`config.mk`:
```
export PLATFORM = sky130hd
export DESIGN_NAME = pipe_ctrl_top
export DESIGN_NICKNAME = d
export VERILOG_FILES = /design/src/verilog/cpu_defs_pkg.sv /design/src/verilog/instr_decode.sv /design/src/verilog/data_hazard.sv /design/src/verilog/stage_track.sv /design/src/verilog/forward_unit.sv /design/src/verilog/pipe_ctrl_top.sv
export SDC_FILE = /design/constraint.sdc
export NUM_CORES = 1
export LEC_CHECK = 0
export BUFFER_PORTS_ARGS = -buffer_cell sky130_fd_sc_hd__buf_2
export CORE_ASPECT_RATIO = 0.7
export CORE_UTILIZATION = 54
export DETAILED_ROUTE_END_ITERATION = 8
export PLACE_DENSITY = 0.79
export REMOVE_ABC_BUFFERS = 1
export SLEW_MARGIN = 20
export SYNTH_ARGS = -nofsm -noshare
export SYNTH_HDL_FRONTEND = slang
export SYNTH_SLANG_ARGS = --single-unit
```
`constraint.sdc`:
```
create_clock -name clk -period 2 [get_ports clk]
set_input_delay 0.1 -clock clk [delete_from_list [all_inputs] [get_ports clk]]
set_output_delay 0.1 -clock clk [all_outputs]
set_load 0.02 [all_outputs]
```
`src/verilog/cpu_defs_pkg.sv`:
```
/*
 * cpu definitions
 * shared constants and encodings for the pipeline hazard-control slice.
 * register-address width, instruction field positions, primary opcodes,
 * R-type function codes, COP0 move formats and forwarding selects
 */

package cpu_defs_pkg;

    // register file addressing, 32 GPRs
    localparam int reg_addr_w = 5;

    // low bit of each instruction field
    localparam int op_lsb = 26;     // opcode [31:26]
    localparam int rs_lsb = 21;     // rs [25:21], also COP0 format
    localparam int rt_lsb = 16;     // rt [20:16]
    localparam int rd_lsb = 11;     // rd [15:11]

    // primary opcode field
    typedef enum logic [5:0] {
        OP_SPECIAL = 6'b000000,     // R-type, function in [5:0]
        OP_J       = 6'b000010,
        OP_BEQ     = 6'b000100,
        OP_ADDIU   = 6'b001001,
        OP_LUI     = 6'b001111,
        OP_COP0    = 6'b010000,     // MFC0 / MTC0 by rs field
        OP_LW      = 6'b100011,
        OP_SW      = 6'b101011
    } opcode_e;

    // function field of OP_SPECIAL
    typedef enum logic [5:0] {
        FN_SLL  = 6'b000000,        // all-zero word is the nop
        FN_ADDU = 6'b100001,
        FN_SUBU = 6'b100011,
        FN_AND  = 6'b100100,
        FN_OR   = 6'b100101,
        FN_SLT  = 6'b101010
    } funct_e;

    // rs field of OP_COP0
    typedef enum logic [4:0] {
        COP0_MF = 5'b00000,         // mfc0, writes gpr rt
        COP0_MT = 5'b00100          // mtc0, reads gpr rt
    } cop0_fmt_e;

    // operand source for ID, nearest producer first
    typedef enum logic [1:0] {
        FWD_NONE = 2'b00,           // register file value
        FWD_EXE  = 2'b01,
        FWD_MEM  = 2'b10,
        FWD_WB   = 2'b11
    } fwd_sel_e;

endpackage

```
`src/verilog/instr_decode.sv`:
```
/*
 * instruction decode for hazard control
 * pulls the source and destination registers out of the ID word and
 * flags which sources are really read, whether a GPR is written and
 * whether the instruction is a load
 */

`timescale 1ns/1ps

module instr_decode (
    input  logic [31:0]                         id_instr,
    output logic [cpu_defs_pkg::reg_addr_w-1:0] id_rs,
    output logic [cpu_defs_pkg::reg_addr_w-1:0] id_rt,
    output logic [cpu_defs_pkg::reg_addr_w-1:0] id_dest,
    output logic [1:0]                          id_rs_rt_read,  // [1] rs, [0] rt
    output logic                                id_reg_write,
    output logic                                id_read_mem
);
    import cpu_defs_pkg::*;

    opcode_e                opcode;
    cop0_fmt_e              cop0_fmt;
    logic [reg_addr_w-1:0]  rd;

    // raw fields
    assign opcode   = opcode_e'(id_instr[op_lsb +: 6]);
    assign cop0_fmt = cop0_fmt_e'(id_instr[rs_lsb +: reg_addr_w]);
    assign id_rs    = id_instr[rs_lsb +: reg_addr_w];
    assign id_rt    = id_instr[rt_lsb +: reg_addr_w];
    assign rd       = id_instr[rd_lsb +: reg_addr_w];

    always_comb begin
        // default is an instruction that touches no GPR
        id_rs_rt_read = 2'b00;
        id_dest       = '0;
        id_reg_write  = 1'b0;
        id_read_mem   = 1'b0;

        case (opcode)
            OP_SPECIAL: begin
                id_rs_rt_read = 2'b11;      // rd <- rs op rt
                id_dest       = rd;
                id_reg_write  = 1'b1;
            end
            OP_ADDIU: begin
                id_rs_rt_read = 2'b10;      // rt <- rs + imm
                id_dest       = id_rt;
                id_reg_write  = 1'b1;
            end
            OP_LW: begin
                id_rs_rt_read = 2'b10;      // base in rs
                id_dest       = id_rt;
                id_reg_write  = 1'b1;
                id_read_mem   = 1'b1;       // result only after MEM
            end
            OP_SW, OP_BEQ: begin
                id_rs_rt_read = 2'b11;      // no gpr result
            end
            OP_LUI: begin
                id_dest       = id_rt;      // immediate only
                id_reg_write  = 1'b1;
            end
            OP_COP0: begin
                if (cop0_fmt == COP0_MF) begin
                    id_dest      = id_rt;   // cp0 reg into rt
                    id_reg_write = 1'b1;
                end
                else if (cop0_fmt == COP0_MT) begin
                    id_rs_rt_read = 2'b01;  // rt into cp0 reg
                end
            end
            OP_J: begin
                id_rs_rt_read = 2'b00;      // target from immediate
            end
            default: begin
                id_rs_rt_read = 2'b00;      // unknown, treat as nop
            end
        endcase
    end

endmodule

```
`src/verilog/data_hazard.sv`:
```
/*
 * data hazard detection
 * stalls the front end when the ID instruction needs a register that a
 * load in EXE (or in MEM, by parameter) or an MFC0 in EXE has not yet
 * produced. a stall holds pre-IF, IF and ID and puts a bubble into EXE
 */

`timescale 1ns/1ps

module data_hazard #(
    parameter bit load_mem_stall = 1'b1     // 0 lets WB forward a load in MEM
) (
    input  logic [cpu_defs_pkg::reg_addr_w-1:0] id_rs,
    input  logic [cpu_defs_pkg::reg_addr_w-1:0] id_rt,
    input  logic [1:0]                          id_rs_rt_read,
    input  logic [cpu_defs_pkg::reg_addr_w-1:0] exe_rt,
    input  logic                                exe_read_mem,   // load in EXE
    input  logic [cpu_defs_pkg::reg_addr_w-1:0] mem_rt,
    input  logic                                mem_read_mem,   // load in MEM
    input  logic [31:0]                         exe_instr,
    output logic                                pre_if_wr,
    output logic                                if_wr,
    output logic                                id_wr,
    output logic                                exe_flush
);
    import cpu_defs_pkg::*;

    logic exe_hit;      // ID reads EXE rt
    logic mem_hit;      // ID reads MEM rt
    logic exe_is_mfc0;

    // r0 is not excluded here, a load into $0 still stalls
    assign exe_hit = (id_rs == exe_rt && id_rs_rt_read[1]) ||
                     (id_rt == exe_rt && id_rs_rt_read[0]);
    assign mem_hit = (id_rs == mem_rt && id_rs_rt_read[1]) ||
                     (id_rt == mem_rt && id_rs_rt_read[0]);

    // mfc0 seen straight from the EXE word
    assign exe_is_mfc0 = (opcode_e'(exe_instr[op_lsb +: 6]) == OP_COP0) &&
                         (cop0_fmt_e'(exe_instr[rs_lsb +: reg_addr_w]) == COP0_MF);

    always_comb begin
        pre_if_wr = 1'b1;
        if_wr     = 1'b1;
        id_wr     = 1'b1;   // 1 lets the front end advance
        exe_flush = 1'b0;
        if (exe_read_mem && exe_hit) begin
            pre_if_wr = 1'b0;   // load-use, data not out of memory yet
            if_wr     = 1'b0;
            id_wr     = 1'b0;
            exe_flush = 1'b1;
        end
        else if (load_mem_stall && mem_read_mem && mem_hit) begin
            pre_if_wr = 1'b0;   // load still in MEM
            if_wr     = 1'b0;
            id_wr     = 1'b0;
            exe_flush = 1'b1;
        end
        else if (exe_is_mfc0 && exe_hit) begin
            pre_if_wr = 1'b0;   // cp0 value only valid after EXE
            if_wr     = 1'b0;
            id_wr     = 1'b0;
            exe_flush = 1'b1;
        end
    end

endmodule

```
`src/verilog/stage_track.sv`:
```
/*
 * stage record tracking
 * keeps what hazard and forwarding logic need to know about the
 * instructions in EXE, MEM and WB. EXE loads the decoded ID record or a
 * bubble on flush, MEM and WB shift along every cycle
 */

`timescale 1ns/1ps

module stage_track (
    input  logic                                clk,
    input  logic                                rst,
    input  logic                                exe_flush,      // bubble into EXE
    input  logic [31:0]                         id_instr,
    input  logic [cpu_defs_pkg::reg_addr_w-1:0] id_rt,
    input  logic [cpu_defs_pkg::reg_addr_w-1:0] id_dest,
    input  logic                                id_reg_write,
    input  logic                                id_read_mem,
    output logic [31:0]                         exe_instr,
    output logic [cpu_defs_pkg::reg_addr_w-1:0] exe_rt,
    output logic                                exe_read_mem,
    output logic [cpu_defs_pkg::reg_addr_w-1:0] exe_dest,
    output logic                                exe_reg_write,
    output logic [cpu_defs_pkg::reg_addr_w-1:0] mem_rt,
    output logic                                mem_read_mem,
    output logic [cpu_defs_pkg::reg_addr_w-1:0] mem_dest,
    output logic                                mem_reg_write,
    output logic [cpu_defs_pkg::reg_addr_w-1:0] wb_dest,
    output logic                                wb_reg_write
);
    import cpu_defs_pkg::*;

    // EXE control, cleared on reset and flush
    always_ff @(posedge clk) begin
        if (rst) begin
            exe_instr     <= '0;    // sll $0 nop, never an mfc0
            exe_read_mem  <= 1'b0;
            exe_reg_write <= 1'b0;
        end
        else if (exe_flush) begin
            exe_instr     <= '0;
            exe_read_mem  <= 1'b0;
            exe_reg_write <= 1'b0;
        end
        else begin
            exe_instr     <= id_instr;
            exe_read_mem  <= id_read_mem;
            exe_reg_write <= id_reg_write;
        end
    end

    // EXE register numbers
    // only looked at together with the flags above
    always_ff @(posedge clk) begin
        exe_rt   <= id_rt;
        exe_dest <= id_dest;
    end

    // MEM and WB control shift every cycle
    always_ff @(posedge clk) begin
        if (rst) begin
            mem_read_mem  <= 1'b0;
            mem_reg_write <= 1'b0;
            wb_reg_write  <= 1'b0;
        end
        else begin
            mem_read_mem  <= exe_read_mem;
            mem_reg_write <= exe_reg_write;
            wb_reg_write  <= mem_reg_write;
        end
    end

    // MEM and WB register numbers
    always_ff @(posedge clk) begin
        mem_rt   <= exe_rt;     // load target for the MEM stall
        mem_dest <= exe_dest;
        wb_dest  <= mem_dest;
    end

endmodule

```
`src/verilog/forward_unit.sv`:
```
/*
 * forwarding select
 * picks the source of each ID operand from the closest later stage that
 * writes it. EXE beats MEM beats WB, and r0 is never forwarded because
 * writes to it are dropped
 */

`timescale 1ns/1ps

module forward_unit (
    input  logic [cpu_defs_pkg::reg_addr_w-1:0] id_rs,
    input  logic [cpu_defs_pkg::reg_addr_w-1:0] id_rt,
    input  logic [1:0]                          id_rs_rt_read,
    input  logic [cpu_defs_pkg::reg_addr_w-1:0] exe_dest,
    input  logic                                exe_reg_write,
    input  logic [cpu_defs_pkg::reg_addr_w-1:0] mem_dest,
    input  logic                                mem_reg_write,
    input  logic [cpu_defs_pkg::reg_addr_w-1:0] wb_dest,
    input  logic                                wb_reg_write,
    output cpu_defs_pkg::fwd_sel_e              fwd_rs_sel,
    output cpu_defs_pkg::fwd_sel_e              fwd_rt_sel
);
    import cpu_defs_pkg::*;

    // one operand, nearest producer first
    function automatic fwd_sel_e pick_src(
        input logic [reg_addr_w-1:0] src,
        input logic                  src_read
    );
        fwd_sel_e sel;
        sel = FWD_NONE;
        if (src_read && src != '0) begin
            if (exe_reg_write && exe_dest == src)
                sel = FWD_EXE;
            else if (mem_reg_write && mem_dest == src)
                sel = FWD_MEM;
            else if (wb_reg_write && wb_dest == src)
                sel = FWD_WB;   // same cycle as the regfile write
        end
        return sel;
    endfunction

    always_comb begin
        fwd_rs_sel = pick_src(id_rs, id_rs_rt_read[1]);
        fwd_rt_sel = pick_src(id_rt, id_rs_rt_read[0]);
    end

endmodule

```
`src/verilog/pipe_ctrl_top.sv`:
```
/*
 * pipeline hazard control top
 * ties decode, stall detection, stage tracking and forwarding together
 * and exports the front-end write enables and operand selects
 */

`timescale 1ns/1ps

module pipe_ctrl_top #(
    parameter bit load_mem_stall = 1'b1     // stall for a load in MEM too
) (
    input  logic                   clk,
    input  logic                   rst,
    input  logic [31:0]            id_instr,
    output logic                   pre_if_wr,
    output logic                   if_wr,
    output logic                   id_wr,
    output cpu_defs_pkg::fwd_sel_e fwd_rs_sel,
    output cpu_defs_pkg::fwd_sel_e fwd_rt_sel
);
    import cpu_defs_pkg::*;

    // ID decode
    logic [reg_addr_w-1:0] id_rs, id_rt, id_dest;
    logic [1:0]            id_rs_rt_read;
    logic                  id_reg_write, id_read_mem;

    // stage records
    logic [31:0]           exe_instr;
    logic [reg_addr_w-1:0] exe_rt, exe_dest, mem_rt, mem_dest, wb_dest;
    logic                  exe_read_mem, exe_reg_write;
    logic                  mem_read_mem, mem_reg_write, wb_reg_write;
    logic                  exe_flush;

    instr_decode u_decode (
        .id_instr      (id_instr),
        .id_rs         (id_rs),
        .id_rt         (id_rt),
        .id_dest       (id_dest),
        .id_rs_rt_read (id_rs_rt_read),
        .id_reg_write  (id_reg_write),
        .id_read_mem   (id_read_mem)
    );

    data_hazard #(
        .load_mem_stall (load_mem_stall)
    ) u_hazard (
        .id_rs         (id_rs),
        .id_rt         (id_rt),
        .id_rs_rt_read (id_rs_rt_read),
        .exe_rt        (exe_rt),
        .exe_read_mem  (exe_read_mem),
        .mem_rt        (mem_rt),
        .mem_read_mem  (mem_read_mem),
        .exe_instr     (exe_instr),
        .pre_if_wr     (pre_if_wr),
        .if_wr         (if_wr),
        .id_wr         (id_wr),
        .exe_flush     (exe_flush)
    );

    stage_track u_track (
        .clk           (clk),
        .rst           (rst),
        .exe_flush     (exe_flush),
        .id_instr      (id_instr),
        .id_rt         (id_rt),
        .id_dest       (id_dest),
        .id_reg_write  (id_reg_write),
        .id_read_mem   (id_read_mem),
        .exe_instr     (exe_instr),
        .exe_rt        (exe_rt),
        .exe_read_mem  (exe_read_mem),
        .exe_dest      (exe_dest),
        .exe_reg_write (exe_reg_write),
        .mem_rt        (mem_rt),
        .mem_read_mem  (mem_read_mem),
        .mem_dest      (mem_dest),
        .mem_reg_write (mem_reg_write),
        .wb_dest       (wb_dest),
        .wb_reg_write  (wb_reg_write)
    );

    forward_unit u_forward (
        .id_rs         (id_rs),
        .id_rt         (id_rt),
        .id_rs_rt_read (id_rs_rt_read),
        .exe_dest      (exe_dest),
        .exe_reg_write (exe_reg_write),
        .mem_dest      (mem_dest),
        .mem_reg_write (mem_reg_write),
        .wb_dest       (wb_dest),
        .wb_reg_write  (wb_reg_write),
        .fwd_rs_sel    (fwd_rs_sel),
        .fwd_rt_sel    (fwd_rt_sel)
    );

endmodule

```
==> Word-level counts from Yosys, hierarchy flattened <==
Cells that the tools add are included.
{ "totals": {"mem_bits_ro": 0, "input_bits": 34, "word_cells": 79, "ff_bits": 62, "latch_bits": 0, "mem_bits_rw": 0, "mem_count": 0} }
{ "op_classes": {"n_mul": 0, "n_bitwise": 0, "eq_ne": 18, "reduce_logical": 28, "n_lt_le_gt_ge": 0, "n_addsub": 0, "shift": 0, "n_mux": 22, "n_div": 0} }
{ "op_table": {"columns": ["operator", "count"], "rows": [
  ["5-bit == test", 10],
  ["2-bit two-way mux", 9],
  ["1-bit logical AND", 16],
  ["5-bit one-hot mux with 3 select lines", 1],
  ["6-bit by 4-bit == test with 1-bit output, second input constant", 2],
  ["6-bit by 5-bit == test with 1-bit output, second input constant", 2],
  ["6-bit == test, second input constant", 2],
  ["5-bit zero test", 2],
  ["5-bit nonzero test", 2],
  ["1-bit two-way mux", 9],
  ["6-bit by 3-bit == test with 1-bit output, second input constant", 1],
  ["6-bit zero test", 1],
  ["2-bit one-hot mux with 3 select lines", 1],
  ["3-bit OR reduction", 2],
  ["5-bit by 3-bit == test with 1-bit output, second input constant", 1],
  ["5-bit two-way mux", 1],
  ["2-bit OR reduction", 2],
  ["4-bit OR reduction", 1],
  ["1-bit logical OR", 2],
  ["1-bit one-hot mux with 2 select lines", 1]
]} }

==> Depth between registers and ports, before layout <==
Gate-level depths: netlist of the first run.
{ "depth": {"depth_word": 11, "depth_mapped": 8} }

==> Hierarchy <==
From an unflattened synthesis of the first run, not the netlist that was laid out.
{ "unflattened": {"cells_unflattened": 260, "hier_area_um2": 2945.3} }
{ "modules_own_cells": {"columns": ["module", "cells_per_inst", "area_each_um2", "instances", "seq_area_each_um2"], "rows": [
  ["stage_track", 107, 1755.4, 1, 1241.2],
  ["instr_decode", 62, 457.9, 1, 0.0],
  ["forward_unit", 54, 444.2, 1, 0.0],
  ["data_hazard", 37, 287.8, 1, 0.0]
]} }

==> Least setup slack after synthesis of the first run <==
OpenSTA, ideal clock, no wires.
{ "synth_path": {"kind": "input-to-output", "startpoint": "input port id_instr[22]", "endpoint": "output port if_wr", "n_path_buf": 3, "arrival_ns": 1.779, "path_slack_ns": 0.121, "cell_stages": 7, "path_cell_list": "buf_4 > or4_4 > o32ai_2 > a32o_2 > buf_6 > a22oi_1 > buf_4"} }
{ "synth_via": {"elab_chain_cells": 10, "word_cells_on_any_way": 19} }
{ "synth_lines": {"columns": ["element", "line", "rtl"], "rows": [
  ["from (decl)", "pipe_ctrl_top.sv:14", "input logic [31:0] id_instr,"],
  ["5-bit by 3-bit == test with 1-bit output", "instr_decode.sv:68", "else if (cop0_fmt == COP0_MT) begin"],
  ["1-bit two-way mux", "instr_decode.sv:68", null],
  ["2-bit two-way mux", "instr_decode.sv:64", "if (cop0_fmt == COP0_MF) begin"],
  ["2-bit one-hot mux with 3 select lines", "instr_decode.sv:39", "case (opcode)"],
  ["1-bit logical AND", "data_hazard.sv:34", "(id_rt == exe_rt && id_rs_rt_read[0]);"],
  ["1-bit logical OR", "data_hazard.sv:33", "assign exe_hit = (id_rs == exe_rt && id_rs_rt_read[1]) ||"],
  ["1-bit logical AND", "data_hazard.sv:59", "else if (exe_is_mfc0 && exe_hit) begin"],
  ["1-bit two-way mux (2 in series)", null, null],
  ["1-bit two-way mux (*)", null, null],
  ["to (decl)", "pipe_ctrl_top.sv:16", "output logic if_wr,"]
]} }
Mark *: on every way between the ends. The rest lies on a longest branch, timed or not.

==> Worst setup path after layout of the first run <==
{ "layout_path": {"startpoint": "register u_track.mem_dest[1] (netlist name)", "endpoint": "output port fwd_rt_sel[1]"} }
{ "layout_via": {"elab_chain_cells": 5} }
{ "layout_lines": {"columns": ["element", "line", "rtl"], "rows": [
  ["from (decl)", "stage_track.sv:26", "output logic [cpu_defs_pkg::reg_addr_w-1:0] mem_dest,"],
  ["from (signal assigned)", "stage_track.sv:76", "mem_dest <= exe_dest;"],
  ["5-bit == test", "forward_unit.sv:35", "else if (mem_reg_write && mem_dest == src)"],
  ["1-bit logical AND", "forward_unit.sv:35", null],
  ["2-bit two-way mux", "forward_unit.sv:35", null],
  ["2-bit two-way mux", "forward_unit.sv:33", "if (exe_reg_write && exe_dest == src)"],
  ["2-bit two-way mux", "forward_unit.sv:32", "if (src_read && src != '0) begin"],
  ["to (decl)", "pipe_ctrl_top.sv:19", "output cpu_defs_pkg::fwd_sel_e fwd_rt_sel"]
]} }
Every way passes these cells.

==> results.md, run 1 <==
- GPL Wtd Cong: 0.786
- Final net count: 265
- Hold/Removal Path Class: in2reg
- Core Util, Final: a little under two thirds
- Final wirelength: 4.24 mm
- Share of post-route cells with drive strength above 1: 22.0%
- Final period util: 93.8%
- Worst slew margin: around two thirds
- Primary FF master, synth: dfxtp_1
- Final Non-Filler Cells: 282
- Pwr Total: 1.73 mW
- Crit start category: flop
- CP Max Fanout: 3
- Max-Cap Viols: 0
- Vias in the first global route: between 1,000 and 1,500
- Area grow syn2layout: 11.6%
- Adder-cell area share of the yosys netlist: 0%
- Final worst slack: ~0.12 ns
- Combinational family with the most area after synthesis: XOR/XNOR gates
- Worst-Margin Slew: 0.477 ns
- Status: completed
- Worst skew pair latency: 0.30 ns
- Synth top area share: 40.6%
- Crit end category: output pin
- Detail Placement HPWL: 3.12 mm
- Synth Area in Compound Gates: 13.5%
- Slew Limit Fails: 0
- GRT Overall Usage: 23.7%
- Synth Cell Area: roughly 2000 µm²
- # Post-CTS Setup Buffers: 0
- Xor/xnor cell area share of the yosys netlist: 21.7%
- N_diodes: 0
- IO Count: 41
- Initial antenna violation count: 0
- Area after DPL: 2140 µm²
- Chip width: 75.1 µm
- Global route overflow: 0
- DP Worst Slack: 0.257 ns
- Fmax achieved: about 530 MHz
- Crit-path slowest cell: dfxtp_1
- Worst Path Arrival: 1.78 ns
- Setup Skew: between 0.002 and 0.003 ns
- TNS Setup: 0 ns
- Wirelength per Cell: 15.0 µm
- RSZ-0062 raised after global routing: no
- Initial core utilization: 56.8%
- DRT Pass-1 Iters: 4
- Fin. Hold Viols: 0
- Min cycle time layout: approximately 1.9 ns
- First-pass GRT wire length: 6.60 mm
- Peak VDD IR: around 0.48 mV
- Vias post-DR: 1,593
- Placed insts: 274
- Largest cells by area after synthesis: dfxtp_1, xor2_1, a221oi_1
- Max H-tree Level: 2
- Initial drt markers: 110
- CTS Hold Bufs: 0
- CP max stage delay: 0.34 ns
- Post-synth ARST share: 0%
- Hold WS: 0.0180 ns
- Synth Area in Simple Gates: 16.9%
- Synth Register Bits: 41
- Mux cell area share after synthesis: 0%
- Die Area: around 4000 µm²
- Largest net degree at the start of global routing: 15
- Syn Inst Count: ~210
- Number of distinct library cells after synthesis: 37
- Largest area contributor in the netlist: dfxtp_1
- Core Rows: 18
- CTS tree: done
- Number of buffers created by CTS: 5
- I/O Buffers: 29
- Post-route cell area: 2260 µm²
- Via density: 5.65
- Commonest non-fill, non-tap cell in the layout: dfxtp_1
- Root buffer cell: clkbuf_8
- Setup violators final: 0
- Clock transition at the registers of the reported paths: 0.08 ns
- Post-synthesis sequential area ratio: ~41%
- # resized after CTS: 0
- Post-synth EDFFs: 0
- Static Leak: 0.967 nW
- Routed Antenna Nets: 0
- Worst EP required: between 1.5 and 2 ns
- PwrDens: 765 nW/µm²
- Sink Count: 41
- DRC: 0
- Core Box Area: 3560 µm²
- Kind of critical path: reg2out
- Most frequent cells in the layout: dfxtp_1, xor2_1, buf_2, nand2_1, a221oi_1
- Longest Clk Path Bufs: 2
- Die H: 53.2 µm
- Critical Path, Cell by Cell: xor2_1 -> nor4_1 -> nand3_1 -> nor2b_1 -> nor3b_1 -> buf_2
- Syn_area_per_cell: 9.72 µm²
- Ys Warns: 0
## critical path: cells and delay by family (launching register included)
family                    cells  cell delay [ns]
DFF                           1             0.34
xor gates and xnor gates      1             0.14
buffers and inverters         1             0.19
and+or+nand+nor               4             0.80
## power by group
part	switching, mW	leakage (nW)	internal, mW
clock network	0.298	0.0543	0.373
logic	0.104	0.575	0.0847
registers	0.0202	0.338	0.846
## cell usage after synthesis (3+ instances only)
library cell	number
nand2_1	13
a21oi_1	4
nor2b_1	6
and3_1	3
dfxtp_1	41
nor4_1	8
nor3_1	8
a221oi_1	13
nand3_1	7
buf_6	4
xnor2_1	12
buf_4	6
xor2_1	38
nor2_1	6
o21ai_0	3
buf_2	6
a22o_1	5
## logic make-up (layout without fill, tap and decap cells)
kind of cell / Yosys count / after routing
AND/OR/NAND/NOR: 62 / 62
XOR/XNOR: 50 / 50
flip-flops: 41 / 41
AO/OA/AOI/OAI: 33 / 33
buffers and inverters: 22 / 46
## final timing paths
kind	start	endpoint	slack [ns]	cells past startpoint
setup / recovery	u_track.mem_dest[1]	fwd_rt_sel[1]	0.12	6
hold / removal	id_instr[14]	u_track.exe_dest[3]	0.02	2
setup reg to reg	u_track.exe_rt[4]	u_track.exe_instr[27]	0.49	5
hold reg to reg	u_track.exe_rt[2]	u_track.mem_rt[2]	0.39	0
## cell type report
| class | count | area [µm²] |
|---|---|---|
| Timing Repair Buffer | 36 | 198 |
| Clock inverter | 3 | 46.3 |
| Sequential cell | 41 | 821 |
| Inverter | 2 | 7.51 |
| Tap cell | 50 | 62.6 |
| Fill cell | 317 | 1300 |
| Multi-Input combinational cell | 145 | 1050 |
| Clock buffer | 5 | 68.8 |
## sequential cells by signal, summed over array words and instances (netlist names)
name                   cells
u_track.wb_reg_write       1
u_track.mem_read_mem       1
u_track.mem_reg_write      1
u_track.exe_reg_write      1
u_track.exe_read_mem       1
u_track.exe_dest           5
u_track.wb_dest            5
u_track.mem_rt             5
u_track.exe_instr         11
u_track.exe_rt             5
u_track.mem_dest           5
## layer usage
layer,wire length [µm],track usage (%)
met1,2100,33.8
met2,1820,33.8
met3,248,5.14
met4,74,11.1
met5,0,0
(Power assumes the default switching activity.)
==> run 2, diff against run 1 <==
--- a/config.mk
+++ b/config.mk
@@ -5,11 +5,13 @@
 export SDC_FILE = /design/constraint.sdc
 export NUM_CORES = 1
 export LEC_CHECK = 0
+export ABC_AREA = 1
 export BUFFER_PORTS_ARGS = -buffer_cell sky130_fd_sc_hd__buf_2
 export CORE_ASPECT_RATIO = 0.7
 export CORE_UTILIZATION = 54
 export DETAILED_ROUTE_END_ITERATION = 8
-export PLACE_DENSITY = 0.79
+export PLACE_DENSITY = 0.78
+export RECOVER_POWER = 25
 export REMOVE_ABC_BUFFERS = 1
 export SLEW_MARGIN = 20
 export SYNTH_ARGS = -nofsm -noshare
==> run 2 against run 1 <==
- synthesized cell count up 42%
- highest routed layer unchanged
- final cell count up 33%
- largest cell class unchanged
- largest power group unchanged
- clock power down 23%
- first-iteration DRC count down 23%
==> results.md, run 2 <==
- Most frequent cells in the layout: nand2_1, inv_1, dfxtp_1, nor2_1, buf_2
- Area grow syn2layout: 10.4%
- Syn Inst Count: approximately 300
- Largest cells by area after synthesis: dfxtp_1, nand2_1, inv_1
- Wirelength per Cell: 13.0 µm
- Post-synth top cells: nand2_1, inv_1, dfxtp_1
- CTS Hold Bufs: 3
- Slew Limit Fails: 0
- Via density: 5.13
- WP depth: 12
- Number of buffers created by CTS: 5
- IO Count: 41
- Initial core utilization: 57.5%
- Vias post-DR: roughly 1,900
- Worst-Margin Slew: approximately 0.68 ns
- Commonest non-fill, non-tap cell in the layout: nand2_1
- Die H: 53.7 µm
- Post-route cell area: around 2300 µm²
- Sink Count: 41
- TNS Setup: 0 ns
- FF-to-FF End: u_track.exe_instr[22]
- Detail Placement HPWL: about 3.7 mm
- Origin of the critical flop-to-flop path: u_track.exe_rt[0]
- Worst skew pair latency: 0.29 ns
- Fmax achieved: between 600 and 700 MHz
- Die Area: 4070 µm²
- Global route overflow: 0
- Synth Cell Area: 2060 µm²
- R2R cell count: 11
- Initial antenna violation count: 0
- Wire length on met2: 2.08 mm
- # Post-CTS Setup Buffers: 0
- GRT Overall Usage: around 28%
- Final net count: 358
- Final Non-Filler Cells: 375
- Top layer in use: met4
- Worst Path Buf+Inv: 3
- Synth top area share: 39.9%
- Primary FF master, synth: dfxtp_1
- Placed insts: roughly 360
- Largest net degree at the start of global routing: 14
- Vias in the first global route: 1,718
- Post-synthesis sequential area ratio: between 30 and 40%
- Core Rows: 18
- Met1 wire length: around 2.2 mm
- Min cycle time layout: between 1.5 and 2 ns
- Final wirelength: just under 5 mm
- Static Leak: 1.04 nW
- Peak VDD IR: 0.344 mV
- Sequential share of power: a little over half
- Hold/Removal Path Class: in2reg
- DP Worst Slack: around 0.49 ns
- # resized after CTS: 0
- Metal3 WL: just over 500 µm
- Setup Skew: 0.00754 ns
- PwrDens: 697 nW/µm²
- Worst slew margin: 54.6%
- Status: completed
- Post-synth EDFFs: 0
- Crit start category: flop
- CTS tree: done
- Chip width: 75.8 µm
- Max H-tree Level: 2
- Critical Path Source: u_track.exe_rt[0]
- Sw Ratio: 26.3%
- Combinational share of power: approximately an eighth
- Ys Warns: 0
- Syn_area_per_cell: 6.98 µm²
- Power share of the clock group: 32.7%
- Worst Path Arrival: 1.56 ns
- CP Capture Point: id_wr
- Crit-path slowest cell: dfxtp_1
- CP top delay family: simple AND/OR/NAND/NOR gates
- DRC: 0
- Most flops, register: u_track.exe_instr
- Post-synth ARST share: 0%
- Fin. Hold Viols: 0
- Longest Clk Path Bufs: 2
- First-pass GRT wire length: slightly below 8 mm
- Internal: 1.17 mW
- Share of post-route cells with drive strength above 1: 14.2%
- Crit path top cell by count: nand2_1
- Number of distinct library cells after synthesis: 26
- Critical Path, Cell by Cell: inv_1 -> nand2_1 -> nand2_1 -> nor2_1 -> nand2_1 -> nor2_1 -> nand2_1 -> nand2_1 -> nand2_2 -> nand2_1 -> inv_1 -> buf_2
- Largest area contributor in the netlist: dfxtp_1
- N_diodes: 0
- Initial drt markers: 85
- Setup violators final: 0
- Worst R2R Setup Slack: 0.60 ns
- GPL Wtd Cong: 0.900
- Most frequent cell after synthesis: nand2_1
- Final worst slack: 0.344 ns
- Final period util: 82.8%
- Worst EP required: 1.90 ns
- Max-Cap Viols: 0
- Kind of critical path: reg2out
- I/O Buffers: 29
- Max reg flops: 11
- Area after DPL: between 2000 and 2500 µm²
- CP max stage delay: 0.38 ns
- Crit end category: output pin
- Core Box Area: 3580 µm²
- CP Max Fanout: 4
- Synth Register Bits: 41
- NetSw: 0.417 mW
- Clock transition at the registers of the reported paths: 0.07 ns
- Routed Antenna Nets: 0
- DRT Pass-1 Iters: 5
- RSZ-0062 raised after global routing: no
- Root buffer cell: clkbuf_8
## run 2: cell type report
class | instances | area (µm²)
clock buffer | 8 | 80.1
inverter | 45 | 169
fill | 345 | 1310
sequential | 41 | 821
timing repair buffer | 32 | 169
tap | 50 | 62.6
multi-input combinational | 199 | 973
## run 2: power groups by stage
stage | combinational, mW | clock, mW | sequential, mW
global route | 0.225 | 0.571 | 0.870
finish | 0.201 | 0.519 | 0.866
floorplan | 0.118 | 0 | 0.880
CTS | 0.201 | 0.532 | 0.866
detailed placement | 0.195 | 0 | 0.885
global placement | 0.190 | 0 | 0.884
## run 2: per-layer routing
layer	up-vias	track usage (%)
met1	852	36.9
met5	-	0
met4	0	13.0
li1	976	-
met2	86	39.2
met3	10	11.0
## run 2: worst min path at each step
stage | from | to | slack, ns | cells past startpoint
2_1_floorplan | id_instr[16] | u_track.exe_rt[0] | 0.13 | 0
3_3_place_gp | id_instr[12] | u_track.exe_dest[1] | 0.30 | 3
3_5_place_dp | id_instr[11] | u_track.exe_dest[0] | 0.31 | 3
4_1_cts | id_instr[14] | u_track.exe_dest[3] | 0.00006 | 3
5_1_grt | id_instr[14] | u_track.exe_dest[3] | 0.005 | 3
6_report | id_instr[12] | u_track.exe_dest[1] | 0.008 | 3
## run 2: logic make-up after synthesis
family                 after synthesis  share of synthesized area, %
AO/OA/AOI/OAI                       33                          9.54
buffers and inverters               55                          12.9
XOR/XNOR                            13                          5.53
flip-flops                          41                          39.9
AND/OR/NAND/NOR                    153                          32.2
## run 2: metrics by stage
| stage | utilization, % | hold WS, ns | power [mW] |
|---|---|---|---|
| CTS | 63.7 | 0.0000565 | 1.60 |
| detailed placement | 60.6 | 0.306 | 1.08 |
| floorplan | - | 0.128 | 0.998 |
| global route | 63.5 | 0.00478 | 1.67 |
| global placement | 60.6 | 0.296 | 1.07 |
| finish | 63.5 | 0.00836 | 1.59 |
## run 2: worst register-to-register path, delay by kind of cell, from the launching register on
kind | cells | cell delay (ns)
flops | 1 | 0.38
simple gates | 10 | 0.84
buf+inv | 1 | 0.07
==> run 3, diff against run 2 <==
==> constraint.sdc (replaced) <==
create_clock -name clk -period 1.7 [get_ports clk]
set_input_delay 0.085 -clock clk [delete_from_list [all_inputs] [get_ports clk]]
set_output_delay 0.085 -clock clk [all_outputs]
set_load 0.02 [all_outputs]
==> run 3 against run 2 <==
- non-clock buffer count up 6
- routed wire length rose by 1.6%
- sequential cell count is the same
- design area grew 7.3%
- combinational power rose by 24%
- total power is 38% higher
- die area is the same
- core utilization is 4.6 points higher
==> results.md, run 3 (synthesis gave the netlist of run 2 again) <==
- Critical Path, Cell by Cell: inv_2 -> nand2_2 -> nand2_1 -> nor2_1 -> nand2_1 -> nor2_1 -> nand2_1 -> nand2_1 -> nand2_2 -> nand2_2 -> inv_2 -> buf_6
- Clock transition at the registers of the reported paths: 0.08 ns
- Root buffer cell: clkbuf_8
- Core Rows: 18
- DRT Pass-1 Iters: 4
- Fillers: 306
- CP max stage delay: 0.36 ns
- Initial drt markers: 176
- Crit start category: flop
- Worst skew pair latency: 0.29 ns
- Worst slew margin: 68.0%
- Final period util: 93.1%
- Setup violators final: 0
- Fmax achieved: 632 MHz
- RSZ-0062 raised after global routing: yes
- Sink Count: 41
- Worst Path Arrival: 1.50 ns
- GPL Wtd Cong: a little over 0.9
- Vias in the first global route: 1,643
- Slew Limit Fails: 0
- Largest net degree at the start of global routing: 14
- Min cycle time layout: between 1.5 and 2 ns
- DP Worst Slack: ~0.23 ns
- Die Area: 4070 µm²
- Max-Cap Viols: 0
- Peak VDD IR: 0.525 mV
- IO Count: 41
- Chip width: 75.8 µm
- DRC: 0
- Fin. Hold Viols: 0
- Crit-path slowest cell: dfxtp_2
- Max reg flops: 11
- Most flops, register: u_track.exe_instr
- Area grow syn2layout: 18.5%
- CTS tree: done
- Vias post-DR: 1,937
- I/O Buffers: 29
- Hold/Removal Path Class: in2reg
- First-pass GRT wire length: 7.76 mm
- Final worst slack: 0.117 ns
- Detail Placement HPWL: 3.68 mm
- Global route overflow: 0
- Final wirelength: about 5.0 mm
- Worst-Margin Slew: 0.480 ns
- Final net count: 364
- CP Max Fanout: 4
- Core Util, Final: 68.1%
- Share of post-route cells with drive strength above 1: between 20% and 30%
- Most frequent cells in the layout: nand2_1, inv_1, dfxtp_1, nor2_1, buf_2
- Worst Path Buf+Inv: 3
- Initial core utilization: 57.5%
- Max H-tree Level: 2
- CP top delay family: simple AND/OR/NAND/NOR gates
- Wirelength per Cell: 13.0 µm
- Via density: just over 5
- GRT Overall Usage: a little over a quarter
- Setup Skew: 0.00462 ns
- Crit path top cell by count: nand2_1
- PwrDens: between 800 and 900 nW/µm²
- Die H: 53.7 µm
- Core Box Area: approximately 3600 µm²
- Crit end category: output pin
- Commonest non-fill, non-tap cell in the layout: nand2_1
- Number of buffers created by CTS: 5
- Static Leak: 1.12 nW
- Initial antenna violation count: 0
- Longest Clk Path Bufs: 2
- Worst EP required: 1.62 ns
- Routed Antenna Nets: 0
- Pwr Total: 2.19 mW
- Kind of critical path: reg2out
- N_diodes: 0
- Status: completed
[run 3: what timing repair did]
| action | CTS | global route |
|---|---|---|
| buffers inserted | 0 | 1 |
| endpoints found under the hold margin | 9 | 0 |
| hold buffers | 7 | 0 |
| endpoints found under the setup margin | 0 | 7 |
| resized for setup | 0 | 26 |
[run 3: layer usage]
metal  part of all wire, %  track usage (%)  vias to the layer above
met3                   8.9             9.36                        0
met1                    48             38.2                      861
met5                     0                0                        -
met4                     0             6.17                        0
met2                    43             40.0                       86
li1                      -                -                      990
[run 3: path summary, 6_finish.rpt]
path              slack [ns]  cells past startpoint                    end                start
setup / recovery        0.12                     12              pre_if_wr    u_track.exe_rt[0]
hold reg to reg         0.36                      0    u_track.mem_dest[3]  u_track.exe_dest[3]
setup reg to reg        0.21                     12  u_track.exe_reg_write    u_track.exe_rt[0]
hold / removal          0.02                      1      u_track.exe_rt[3]         id_instr[19]
[run 3: through the flow]
stage	hold slack [ns]	std cells	TNS (ns)	cell area, µm²
CTS	0.0112	380	0	2380
floorplan	0.113	285	0	1960
global placement	0.281	365	0	2180
detailed placement	0.291	365	0	2180
finish	0.0188	381	0	2440
global route	0.0117	381	-0.120	2440
[run 3: cell type report]
type                       count  area [µm²]  area share (%)
multi-input combinational    199         993            40.7
sequential                    41         831            34.1
timing repair buffer          38         250            10.3
inverter                      45         169            6.92
clock buffer                   5        68.8            2.82
clock inverter                 3        65.1            2.67
tap                           50        62.6            2.56
[run 3: report_power, final]
group / switching [mW] / internal, mW
Clock: 0.339 / 0.583
Sequential: 0.0227 / 0.997
Combinational: 0.154 / 0.0950
